**src/source/fpnc_pkg.sv**
```systemverilog
`default_nettype none

package fpnc_pkg;

  // ------------------------------
  // Widths and sizes
  // ------------------------------
  localparam int unsigned WIDTH         = 32;
  localparam int unsigned TAG_WIDTH     = 4;
  localparam int unsigned NUM_OPERANDS  = 2;
  localparam int unsigned NUM_FORMATS   = 2;
  localparam int unsigned FMT_BITS      = $clog2(NUM_FORMATS);
  localparam int unsigned NUM_PIPE_REGS = 2;

  // Field widths per format
  localparam int unsigned EXP_BITS_FP32 = 8;
  localparam int unsigned MAN_BITS_FP32 = 23;
  localparam int unsigned EXP_BITS_FP16 = 5;
  localparam int unsigned MAN_BITS_FP16 = 10;

  // Quiet NaN with only the top mantissa bit set
  localparam logic [31:0] CANON_NAN_FP32 = 32'h7fc0_0000;
  localparam logic [15:0] CANON_NAN_FP16 = 16'h7e00;

  // ------------------------------
  // Enumerations
  // ------------------------------
  typedef enum logic [0:0] {
    FP32 = 1'b0,
    FP16 = 1'b1
  } fp_format_e;

  typedef enum logic [1:0] {
    SGNJ   = 2'd0,
    MINMAX = 2'd1,
    CMP    = 2'd2
  } operation_e;

  // Rounding mode field doubles as the operation variant
  typedef enum logic [2:0] {
    RNE = 3'b000,
    RTZ = 3'b001,
    RDN = 3'b010,
    RUP = 3'b011,
    RMM = 3'b100,
    DYN = 3'b111
  } roundmode_e;

  typedef struct packed {
    logic NV;
    logic DZ;
    logic OF;
    logic UF;
    logic NX;
  } status_t;

  // ------------------------------
  // Format helpers
  // ------------------------------
  function automatic int unsigned exp_bits(fp_format_e fmt);
    return (fmt == FP32) ? EXP_BITS_FP32 : EXP_BITS_FP16;
  endfunction

  function automatic int unsigned man_bits(fp_format_e fmt);
    return (fmt == FP32) ? MAN_BITS_FP32 : MAN_BITS_FP16;
  endfunction

  function automatic int unsigned fp_width(fp_format_e fmt);
    return 1 + exp_bits(fmt) + man_bits(fmt);
  endfunction

  // Canonical NaN right-aligned in an operand word
  function automatic logic [WIDTH-1:0] canon_nan(fp_format_e fmt);
    return (fmt == FP32) ? CANON_NAN_FP32 : {16'h0000, CANON_NAN_FP16};
  endfunction

endpackage

`default_nettype wire

```
**src/source/fpnc_result_if.sv**
```systemverilog
`timescale 1ns/1ps
`default_nettype none

// Result channel from one format slice to the arbiter
interface fpnc_result_if import fpnc_pkg::*; ();

  logic                 valid;
  logic                 ready;
  logic [WIDTH-1:0]     result;
  status_t              status;
  logic [TAG_WIDTH-1:0] tag;

  modport slice (
    output valid,
    output result,
    output status,
    output tag,
    input  ready
  );

  modport arb (
    input  valid,
    input  result,
    input  status,
    input  tag,
    output ready
  );

endinterface

`default_nettype wire

```
**src/source/fpnc_fmt_slice.sv**
```systemverilog
`timescale 1ns/1ps
`default_nettype none

module fpnc_fmt_slice import fpnc_pkg::*; #(
  parameter fp_format_e FpFormat = FP32
) (
  input  logic                                 clk_i,
  input  logic                                 arst_n_i,
  input  logic [NUM_OPERANDS-1:0][WIDTH-1:0]   operands_i,
  input  operation_e                           op_i,
  input  roundmode_e                           rnd_mode_i,
  input  logic [TAG_WIDTH-1:0]                 tag_i,
  input  logic                                 in_valid_i,
  output logic                                 in_ready_o,
  input  logic                                 flush_i,
  output logic                                 busy_o,
  fpnc_result_if.slice                         res
);

  localparam int unsigned FP_WIDTH = fp_width(FpFormat);
  localparam int unsigned EXP_BITS = exp_bits(FpFormat);
  localparam int unsigned MAN_BITS = man_bits(FpFormat);
  localparam logic [WIDTH-1:0] CANON_NAN = canon_nan(FpFormat);

  // ------------------------------
  // Operand classification
  // ------------------------------
  logic [FP_WIDTH-1:0] op_a, op_b;
  logic                sign_a, sign_b;
  logic [EXP_BITS-1:0] exp_a, exp_b;
  logic [MAN_BITS-1:0] man_a, man_b;
  logic                nan_a, nan_b, snan_a, snan_b, zero_a, zero_b;
  logic                ops_equal, a_smaller;

  assign op_a = operands_i[0][FP_WIDTH-1:0];
  assign op_b = operands_i[1][FP_WIDTH-1:0];
  assign {sign_a, exp_a, man_a} = op_a;
  assign {sign_b, exp_b, man_b} = op_b;

  assign nan_a  = (&exp_a) & (|man_a);
  assign nan_b  = (&exp_b) & (|man_b);
  assign snan_a = nan_a & ~man_a[MAN_BITS-1];
  assign snan_b = nan_b & ~man_b[MAN_BITS-1];
  assign zero_a = ~(|{exp_a, man_a});
  assign zero_b = ~(|{exp_b, man_b});

  // Bit-pattern compare, inverted when a negative value is involved
  assign ops_equal = (op_a == op_b) | (zero_a & zero_b);
  assign a_smaller = (op_a < op_b) ^ (sign_a | sign_b);

  // ------------------------------
  // Stage one compute
  // ------------------------------
  logic [FP_WIDTH-1:0] fp_res;
  logic                cmp_res, is_cmp, nv;

  always_comb begin
    fp_res  = op_a;
    cmp_res = 1'b0;
    is_cmp  = 1'b0;
    nv      = 1'b0;
    case (op_i)
      SGNJ: begin
        case (rnd_mode_i)
          RNE:     fp_res = {sign_b, op_a[FP_WIDTH-2:0]};
          RTZ:     fp_res = {~sign_b, op_a[FP_WIDTH-2:0]};
          RDN:     fp_res = {sign_a ^ sign_b, op_a[FP_WIDTH-2:0]};
          default: fp_res = op_a;
        endcase
      end
      MINMAX: begin
        nv = snan_a | snan_b;
        if (nan_a && nan_b) begin
          fp_res = CANON_NAN[FP_WIDTH-1:0];
        end else if (nan_a) begin
          fp_res = op_b;
        end else if (nan_b) begin
          fp_res = op_a;
        end else begin
          case (rnd_mode_i)
            RNE:     fp_res = a_smaller ? op_a : op_b;
            RTZ:     fp_res = a_smaller ? op_b : op_a;
            default: fp_res = CANON_NAN[FP_WIDTH-1:0];
          endcase
        end
      end
      CMP: begin
        is_cmp = 1'b1;
        case (rnd_mode_i)
          RNE: begin
            nv      = nan_a | nan_b;
            cmp_res = ~(nan_a | nan_b) & (a_smaller | ops_equal);
          end
          RTZ: begin
            nv      = nan_a | nan_b;
            cmp_res = ~(nan_a | nan_b) & a_smaller & ~ops_equal;
          end
          RDN: begin
            nv      = snan_a | snan_b;
            cmp_res = ~(nan_a | nan_b) & ops_equal;
          end
          default: cmp_res = 1'b0;
        endcase
      end
      default: fp_res = op_a;
    endcase
  end

  // ------------------------------
  // Pipeline stages
  // ------------------------------
  // Index 0 is the incoming operation, 1..N are registers
  logic    [0:NUM_PIPE_REGS]                stage_valid;
  logic    [0:NUM_PIPE_REGS]                stage_ready;
  logic    [0:NUM_PIPE_REGS][WIDTH-1:0]     stage_result;
  status_t [0:NUM_PIPE_REGS]                stage_status;
  logic    [0:NUM_PIPE_REGS][TAG_WIDTH-1:0] stage_tag;

  always_comb begin
    // FP16 payload gets NaN-boxed, compare results are plain 0/1
    stage_result[0] = '1;
    if (is_cmp) begin
      stage_result[0] = {{(WIDTH-1){1'b0}}, cmp_res};
    end else begin
      stage_result[0][FP_WIDTH-1:0] = fp_res;
    end
  end

  assign stage_valid[0]  = in_valid_i;
  assign stage_status[0] = '{NV: nv, default: 1'b0};
  assign stage_tag[0]    = tag_i;

  assign stage_ready[NUM_PIPE_REGS] = res.ready;

  for (genvar k = 0; k < int'(NUM_PIPE_REGS); k++) begin : gen_stages
    // Stage k+1 takes data when empty or draining
    assign stage_ready[k] = ~stage_valid[k+1] | stage_ready[k+1];

    always_ff @(posedge clk_i or negedge arst_n_i) begin
      if (!arst_n_i) begin
        stage_valid[k+1] <= 1'b0;
      end else if (flush_i) begin
        stage_valid[k+1] <= 1'b0;
      end else if (stage_ready[k]) begin
        stage_valid[k+1] <= stage_valid[k];
      end
    end

    always_ff @(posedge clk_i) begin
      if (stage_ready[k] && stage_valid[k]) begin
        stage_result[k+1] <= stage_result[k];
        stage_status[k+1] <= stage_status[k];
        stage_tag[k+1]    <= stage_tag[k];
      end
    end
  end

  assign in_ready_o = stage_ready[0];
  assign busy_o     = |stage_valid[1:NUM_PIPE_REGS];

  assign res.valid  = stage_valid[NUM_PIPE_REGS];
  assign res.result = stage_result[NUM_PIPE_REGS];
  assign res.status = stage_status[NUM_PIPE_REGS];
  assign res.tag    = stage_tag[NUM_PIPE_REGS];

  // ------------------------------
  // Assertions
  // ------------------------------
  a_payload_stable: assert property (@(posedge clk_i) disable iff (!arst_n_i)
    res.valid && !res.ready |=>
      $stable(res.result) && $stable(res.status) && $stable(res.tag));

  // Every stage empties on a flush
  a_flush_clears: assert property (@(posedge clk_i) disable iff (!arst_n_i)
    flush_i |=> !busy_o);

endmodule

`default_nettype wire

```
**src/source/fpnc_rr_arbiter.sv**
```systemverilog
`timescale 1ns/1ps
`default_nettype none

module fpnc_rr_arbiter import fpnc_pkg::*; (
  input  logic                 clk_i,
  input  logic                 arst_n_i,
  input  logic                 flush_i,
  fpnc_result_if.arb           req [NUM_FORMATS],
  input  logic                 out_ready_i,
  output logic                 out_valid_o,
  output logic [WIDTH-1:0]     result_o,
  output status_t              status_o,
  output logic [TAG_WIDTH-1:0] tag_o
);

  logic    [NUM_FORMATS-1:0]                req_valid;
  logic    [NUM_FORMATS-1:0]                req_ready;
  logic    [NUM_FORMATS-1:0][WIDTH-1:0]     req_result;
  status_t [NUM_FORMATS-1:0]                req_status;
  logic    [NUM_FORMATS-1:0][TAG_WIDTH-1:0] req_tag;

  logic [FMT_BITS-1:0] rr_ptr_q, lock_idx_q, gnt_idx;
  logic                lock_q;

  // Gather the request channels
  for (genvar i = 0; i < int'(NUM_FORMATS); i++) begin : gen_req
    assign req_valid[i]  = req[i].valid;
    assign req_result[i] = req[i].result;
    assign req_status[i] = req[i].status;
    assign req_tag[i]    = req[i].tag;
    assign req_ready[i]  = out_ready_i & (gnt_idx == FMT_BITS'(i));
    assign req[i].ready  = req_ready[i];
  end

  // ------------------------------
  // Grant selection
  // ------------------------------
  always_comb begin
    gnt_idx = rr_ptr_q;
    if (lock_q) begin
      gnt_idx = lock_idx_q;
    end else begin
      // Walk backwards so the request closest to the pointer wins
      for (int k = NUM_FORMATS - 1; k >= 0; k--) begin
        if (req_valid[(int'(rr_ptr_q) + k) % NUM_FORMATS]) begin
          gnt_idx = FMT_BITS'((int'(rr_ptr_q) + k) % NUM_FORMATS);
        end
      end
    end
  end

  assign out_valid_o = req_valid[gnt_idx];
  assign result_o    = req_result[gnt_idx];
  assign status_o    = req_status[gnt_idx];
  assign tag_o       = req_tag[gnt_idx];

  // Hold the grant across a stall, advance after a transfer
  always_ff @(posedge clk_i or negedge arst_n_i) begin
    if (!arst_n_i) begin
      rr_ptr_q   <= '0;
      lock_q     <= 1'b0;
      lock_idx_q <= '0;
    end else if (flush_i) begin
      lock_q <= 1'b0;
    end else begin
      lock_q     <= out_valid_o & ~out_ready_i;
      lock_idx_q <= gnt_idx;
      if (out_valid_o && out_ready_i) begin
        rr_ptr_q <= (gnt_idx == FMT_BITS'(NUM_FORMATS - 1)) ? '0 : gnt_idx + 1'b1;
      end
    end
  end

  // The other waiting slice is served right after a transfer
  a_rr_alternate: assert property (@(posedge clk_i) disable iff (!arst_n_i)
    out_valid_o && out_ready_i && (&req_valid) && !flush_i |=>
      gnt_idx != $past(gnt_idx));

  a_grant_held: assert property (@(posedge clk_i) disable iff (!arst_n_i)
    out_valid_o && !out_ready_i && !flush_i |=> gnt_idx == $past(gnt_idx));

endmodule

`default_nettype wire

```
**src/source/fpnc_opgroup_block.sv**
```systemverilog
`timescale 1ns/1ps
`default_nettype none

module fpnc_opgroup_block import fpnc_pkg::*; (
  input  logic                               clk_i,
  input  logic                               arst_n_i,
  // Operation in
  input  logic [NUM_OPERANDS-1:0][WIDTH-1:0] operands_i,
  input  operation_e                         op_i,
  input  roundmode_e                         rnd_mode_i,
  input  fp_format_e                         dst_fmt_i,
  input  logic [TAG_WIDTH-1:0]               tag_i,
  input  logic                               in_valid_i,
  output logic                               in_ready_o,
  input  logic                               flush_i,
  // Result out
  output logic [WIDTH-1:0]                   result_o,
  output status_t                            status_o,
  output logic [TAG_WIDTH-1:0]               tag_o,
  output logic                               out_valid_o,
  input  logic                               out_ready_i,
  output logic                               busy_o
);

  logic [NUM_FORMATS-1:0] slice_in_valid;
  logic [NUM_FORMATS-1:0] slice_in_ready;
  logic [NUM_FORMATS-1:0] slice_busy;

  fpnc_result_if res_if [NUM_FORMATS] ();

  // ------------------------------
  // Dispatch
  // ------------------------------
  // Only the slice of the destination format sees the request
  assign in_ready_o = slice_in_ready[dst_fmt_i];

  for (genvar fmt = 0; fmt < int'(NUM_FORMATS); fmt++) begin : gen_slices
    assign slice_in_valid[fmt] = in_valid_i & (dst_fmt_i == fp_format_e'(fmt));

    fpnc_fmt_slice #(
      .FpFormat ( fp_format_e'(fmt) )
    ) i_fmt_slice (
      .clk_i,
      .arst_n_i,
      .operands_i,
      .op_i,
      .rnd_mode_i,
      .tag_i,
      .in_valid_i ( slice_in_valid[fmt] ),
      .in_ready_o ( slice_in_ready[fmt] ),
      .flush_i,
      .busy_o     ( slice_busy[fmt]     ),
      .res        ( res_if[fmt]         )
    );
  end

  // ------------------------------
  // Result merge
  // ------------------------------
  fpnc_rr_arbiter i_arbiter (
    .clk_i,
    .arst_n_i,
    .flush_i,
    .req         ( res_if      ),
    .out_ready_i,
    .out_valid_o,
    .result_o,
    .status_o,
    .tag_o
  );

  // Anything in flight in either slice
  assign busy_o = |slice_busy;

endmodule

`default_nettype wire

```
**config.mk**
```make
export PLATFORM = sky130hd
export DESIGN_NAME = fpnc_opgroup_block
export DESIGN_NICKNAME = d
export VERILOG_FILES = /design/src/source/fpnc_pkg.sv /design/src/source/fpnc_result_if.sv /design/src/source/fpnc_fmt_slice.sv /design/src/source/fpnc_rr_arbiter.sv /design/src/source/fpnc_opgroup_block.sv
export SDC_FILE = /design/constraint.sdc
export NUM_CORES = 1
export LEC_CHECK = 0
export BUFFER_PORTS_ARGS = -buffer_cell sky130_fd_sc_hd__buf_2
export CAP_MARGIN = 20
export CORE_ASPECT_RATIO = 1.2
export CORE_MARGIN = 2
export CORE_UTILIZATION = 50
export DETAILED_ROUTE_END_ITERATION = 10
export PLACE_DENSITY = 0.72
export SKIP_CTS_REPAIR_TIMING = 1
export SYNTH_ARGS = -nofsm -noshare
export SYNTH_HDL_FRONTEND = slang
export SYNTH_SLANG_ARGS = --single-unit
```
**constraint.sdc**
```tcl
create_clock -name clk_i -period 6.5 [get_ports clk_i]
set_clock_uncertainty 0.05 [all_clocks]
set_input_delay 0.975 -clock clk_i [delete_from_list [all_inputs] [get_ports clk_i]]
set_output_delay 0.975 -clock clk_i [all_outputs]
set_load 0.01 [all_outputs]
```
==> Yosys cells after proc, flatten, opt, wreduce, memory -nomap -nowiden <==
Index checks and enable logic that the tools add are counted.
{ "word_totals": {"regBits": 155, "inputBits": 79, "wordCells": 181} }
{ "classes": {"n_lt_le_gt_ge": 6, "mux": 55, "n_bitwise": 63, "reduce_logical": 28, "eq_ne": 6, "addsub": 2} }
{ "ops": {"columns": ["op", "count"], "rows": [
  ["32-bit two-way mux", 7],
  ["32-bit case mux with 2 select lines", 2],
  ["16-bit two-way mux", 6],
  ["32-bit case mux with 3 select lines", 1],
  ["16-bit case mux with 2 select lines", 2],
  ["31-bit OR reduction", 2],
  ["16-bit case mux with 3 select lines", 1],
  ["23-bit OR reduction", 2],
  ["32-bit equality test", 1],
  ["32-bit less-than comparator", 1],
  ["15-bit OR reduction", 2],
  ["1-bit two-way mux", 26],
  ["1-bit AND", 23],
  ["1-bit inverter", 22],
  ["10-bit OR reduction", 2],
  ["16-bit equality test", 1],
  ["16-bit less-than comparator", 1],
  ["8-bit AND reduction", 2],
  ["1-bit bitwise OR", 14],
  ["5-bit two-way mux", 2],
  ["5-bit AND reduction", 2],
  ["1-bit by 2-bit less-than comparator with 1-bit output, second input constant", 4],
  ["4-bit two-way mux", 2],
  ["1-bit case mux with 2 select lines", 4],
  ["14 further kinds", 28]
]} }

==> Longest topological paths before layout <==
{ "depth": {"depth_word": 12, "mapped_depth": 12, "ltp_nobuf": 10} }

==> Hierarchy <==
Synthesis repeated with hierarchy kept, for this count alone.
{ "unflattened": {"cells_unflattened": 854, "area_unflattened_um2": 8957.3} }
{ "modules_own_cells": {"columns": ["module", "cells_per_inst", "n_inst", "area_per_inst_um2"], "rows": [
  ["fpnc_fmt_slice at gen_slices[0].i_fmt_slice", 464, 1, 5083.6],
  ["fpnc_fmt_slice at gen_slices[1].i_fmt_slice", 320, 1, 3146.8],
  ["fpnc_rr_arbiter", 66, 1, 689.4],
  ["fpnc_opgroup_block", 4, 1, 37.5]
]} }

==> Least setup slack after synthesis <==
No wires, ideal clock.
{ "synth_path": {"kind": "in2reg", "from": "input port operands_i[47] (netlist name)", "to": "register gen_slices[0].i_fmt_slice.stage_result[54] (netlist name) (data pin)", "path_buffers": 1, "setup_time_ns": 0.274, "cell_stages": 11, "arrival_time_ns": 3.516, "setup_slack_ns": 2.660, "path_cell_list": "clkbuf_1 -> inv_1 -> ha_1 -> nand4b_4 -> nor2_1 -> or3_4 -> o31a_1 -> or3_1 -> and2_1 -> a311oi_1 -> o221ai_1"} }
{ "synth_between": {"elab_chain_len": 8, "elab_cells_between_ends": 12, "cone_classes": "order compare: 1; mux: 7; bitwise: 2; reduce/logical: 2"} }
{ "synth_lines": {"columns": ["item", "line_no", "rtl"], "rows": [
  ["from (decl)", "fpnc_opgroup_block.sv:8", "input logic [NUM_OPERANDS-1:0][WIDTH-1:0] operands_i,"],
  ["32-bit less-than comparator", "fpnc_fmt_slice.sv:49", "assign a_smaller = (op_a < op_b) ^ (sign_a | sign_b);"],
  ["1-bit XOR", "fpnc_fmt_slice.sv:49", null],
  ["32-bit two-way mux, on equally long branches", "fpnc_fmt_slice.sv:82, fpnc_fmt_slice.sv:81", null],
  ["32-bit case mux with 2 select lines", "fpnc_fmt_slice.sv:80", "case (rnd_mode_i)"],
  ["32-bit two-way mux", "fpnc_fmt_slice.sv:77", "end else if (nan_b) begin"],
  ["32-bit two-way mux", "fpnc_fmt_slice.sv:75", "end else if (nan_a) begin"],
  ["32-bit two-way mux *", "fpnc_fmt_slice.sv:73", "if (nan_a && nan_b) begin"],
  ["32-bit case mux with 2 select lines *", "fpnc_fmt_slice.sv:62", "case (op_i)"],
  ["to (signal, indexed assignment)", "fpnc_fmt_slice.sv:151", "stage_result[k+1] <= stage_result[k];"],
  ["to (decl)", "fpnc_fmt_slice.sv:115", "logic [0:NUM_PIPE_REGS][WIDTH-1:0] stage_result;"]
]} }
Every way passes the cells marked *; elsewhere a longest branch is shown, timed or not.
A chain may end at the register's enable or synchronous reset.

==> Final worst setup path <==
{ "layout_path": {"from": "input port operands_i[38] (netlist name)", "to": "register gen_slices[0].i_fmt_slice.stage_result[53] (netlist name) (data pin)"} }
The elaborated chain is that of the path after synthesis.

==> run metrics <==
Fill cells between 1000 and 1500; met3 Use GR 0.0546; Cells after Synth between 700 and 800; first-pass GRT wire length 34100 um; actual slew at the worst max-slew pin between 900 and 1000 ps; busiest grt layer met2; Slew HR 0.367; PwrDens around 280 nW/um^2; FFs w/ async S/R, synth 0.0560; f_max 252 MHz; Wirelength per Cell approximately 21 um; CP peak stage delay about 570 ps; max_cap viols 0; I/O Pins ~120; Synth Area in Compound Gates 0.211; Root Buffer Master clkbuf_16; XOR/XNOR share of the synthesized area 0.00892; # rows 48; Die X-Extent about 120 um; minimum clock period after layout between 3000 and 4000 ps; Synth Area in Adders 0.0622; Seq/Total Area, Yosys 0.500; Syn Std Cell Area approximately 7400 um^2; Syn Area/Cell around 10 um^2; DR vias about 6500; grt ovf 0; all-layer global routing usage 0.284; Final Hold Viols 0; Critical Path Sink Type flop; largest net degree at the start of global routing 40; GPL Wtd Cong about 0.96; Synth warnings 0; Via density about 6.2; initial DRC count between 600 and 700; outcome finished, final reports clean; worst skew pair latency 410 ps; area grow syn2layout 19.6%; ys flop type edfxtp_1; ANT cells 0; worst hold slack ~340 ps; TNS Setup 0 ps; Req. time, crit path around 6600 ps; Post-synth EDFFs 118; dpl cell area between 8000 and 9000 um^2; initial cell density of the core 0.514; worst path cell trace buf_2 -> inv_1 -> ha_1 -> a41o_1 -> a21oi_1 -> o32ai_2 -> o31ai_4 -> o21ai_0 -> nor3_4 -> buf_16 -> o31ai_1 -> a22o_1; core area between 10000 and 15000 um^2; Max Buffers Root-to-Sink 2; htree depth 4; clk sinks between 100 and 150; final setup vio count 0; Min-Delay Path Class input port to asynchronous set/reset pin; IO Port Bufs 118; WL final about 22000 um; nets@finish 945; Worst-path clk slew roughly 60 ps; leakage approximately 3.7 nW; fin crit share 0.610; Slowest-stage cell, CP nor3_4; Yosys reg bits ~130; critical path class input port to flop; Synth cell types between 70 and 80; initial antenna violation count 1; share of post-route cells with drive strength above 1 0.217; CP max FO 17; CTS tree built; area share of and/or/nand/nor cells after synthesis 0.157; Chip Height about 140 um; global routing usage on met2 0.456; count of final max-slew check failures 0; Post-route DRC 0; largest family of logic cells by synthesized area compound AO/OA/AOI/OAI gates; drt pass-1 iters 6; Final Instance Area between 8000 and 9000 um^2; Die Area between 15000 and 20000 um^2; RSZ-0062 raised after global routing false; post-DP HPWL 16200 um; vias in the first global route ~6300; number of antenna-violating nets in the routed design 0; mux cell area share after synthesis 0.0113; total CTS buffers 17; worst vdd ir 0.182 mV; met1 Track Usage GR 0.375; crit path DAT roughly 4100 ps; Worst setup SP type input port
## final timing paths
check / start / end / slack [ps] / depth (start not counted)
hold / removal: arst_n_i / gen_slices[0].i_fmt_slice.res.valid / 340 / 1
setup reg to reg: gen_slices[1].i_fmt_slice.res.valid / gen_slices[1].i_fmt_slice.res.result[11] / 3880 / 8
min in group clk_i: gen_slices[1].i_fmt_slice.stage_tag[7] / gen_slices[1].i_fmt_slice.res.tag[3] / 360 / 0
hold reg to reg: gen_slices[1].i_fmt_slice.stage_tag[7] / gen_slices[1].i_fmt_slice.res.tag[3] / 360 / 0
setup / recovery: operands_i[38] / gen_slices[0].i_fmt_slice.stage_result[53] / 2540 / 12
max in group asynchronous: arst_n_i / gen_slices[0].i_fmt_slice.stage_valid[1] / 5900 / 1
## Yosys cell counts, types with 7 or more instances
library cell / instances / area [um^2]
edfxtp_1: 118 / 3540
nand2_1: 105 / 394
a21oi_1: 61 / 305
inv_1: 41 / 154
ha_1: 37 / 463
nor2_1: 34 / 128
o31ai_1: 26 / 195
a22o_1: 25 / 219
a21o_1: 24 / 180
clkbuf_1: 23 / 86.3
o21ai_0: 20 / 100
nand4_1: 17 / 106
nand3_1: 16 / 80.1
nor4_1: 16 / 100
nor3_1: 14 / 70.1
nor2b_1: 8 / 50.1
and2_1: 7 / 43.8
dfrtp_1: 7 / 175
## placed cells by master, fill, tap and decap left out, drive strengths merged, types with 4 or more instances in the layout
| cell type | n |
|---|---|
| buf | 132 |
| edfxtp | 118 |
| nand2 | 105 |
| a21oi | 61 |
| inv | 41 |
| ha | 37 |
| nor2 | 34 |
| o31ai | 28 |
| a22o | 25 |
| a21o | 24 |
| o21ai | 24 |
| clkbuf | 18 |
| nand4 | 17 |
| nor4 | 17 |
| nand3 | 16 |
| nor3 | 16 |
| clkinv | 10 |
| nor2b | 8 |
| and2 | 7 |
| dfrtp | 7 |
| nand2b | 6 |
| a32o | 6 |
| a31oi | 5 |
| mux2i | 5 |
| a211oi | 5 |
| xor2 | 4 |
| or4 | 4 |
| o2bb2ai | 4 |
| o221ai | 4 |
| conb | 4 |
| bufinv | 4 |
| or3 | 4 |
| a21boi | 4 |
## sequential cells by signal, indices dropped and copies added (netlist names)
signal / count
gen_slices.i_fmt_slice.res.status: 2
gen_slices.i_fmt_slice.res.tag: 8
gen_slices.i_fmt_slice.res.result: 49
gen_slices.i_fmt_slice.stage_result: 49
i_arbiter.lock_idx_q: 1
gen_slices.i_fmt_slice.stage_valid: 2
gen_slices.i_fmt_slice.stage_status: 2
i_arbiter.rr_ptr_q: 1
gen_slices.i_fmt_slice.res.valid: 2
i_arbiter.lock_q: 1
gen_slices.i_fmt_slice.stage_tag: 8
## cells by family (layout without fill, tap and decap cells)
family          count (synthesis)  after routing
xor+xnor                        6              6
flops                         125            125
compound gates                217            217
fa+ha+maj                      37             37
other cells                     1              4
mux                             8              8
buf+inv                        82            206
simple gates                  239            239
## metrics by stage
stage / std cells / util / total power, mW / setup slack [ps]
6_report: 1042 / 0.615 / 2.50 / 2540
5_1_grt: 1042 / 0.615 / 2.61 / 2430
4_1_cts: 1041 / 0.613 / 2.51 / 2620
3_5_place_dp: 1009 / 0.571 / 1.56 / 2180
3_3_place_gp: 1007 / 0.568 / 1.53 / 1900
2_1_floorplan: 718 / - / 1.31 / 2660
## cell type report
cell class | count | area, um^2 | share of cell area
timing repair buffer | 132 | 743 | 0.0836
multi-input combinational | 511 | 3420 | 0.385
clock inverter | 14 | 175 | 0.0197
clock buffer | 18 | 429 | 0.0482
sequential | 125 | 3720 | 0.418
inverter | 42 | 158 | 0.0177
tap | 200 | 250 | 0.0281
## metal layers
metal	routed length, um	up-vias
li1	-	2941
met1	8870	3123
met2	10900	353
met3	1760	59
met4	731	2
met5	9	-
## power by group
part	internal [mW]	total (mW)	switching (mW)
registers	0.930	0.944	0.0146
clock network	0.634	0.956	0.322
logic	0.225	0.602	0.378
total	1.79	2.50	0.714
## worst max-delay path, delay by kind of cell
family,cells,cell delay (ps)
AO/OA/AOI/OAI,7,1690
AND/OR/NAND/NOR,1,570
adder cells (fa/ha/maj),1,300
buffers and inverters,3,540
No activity file was read; power rests on OpenSTA's default activity.
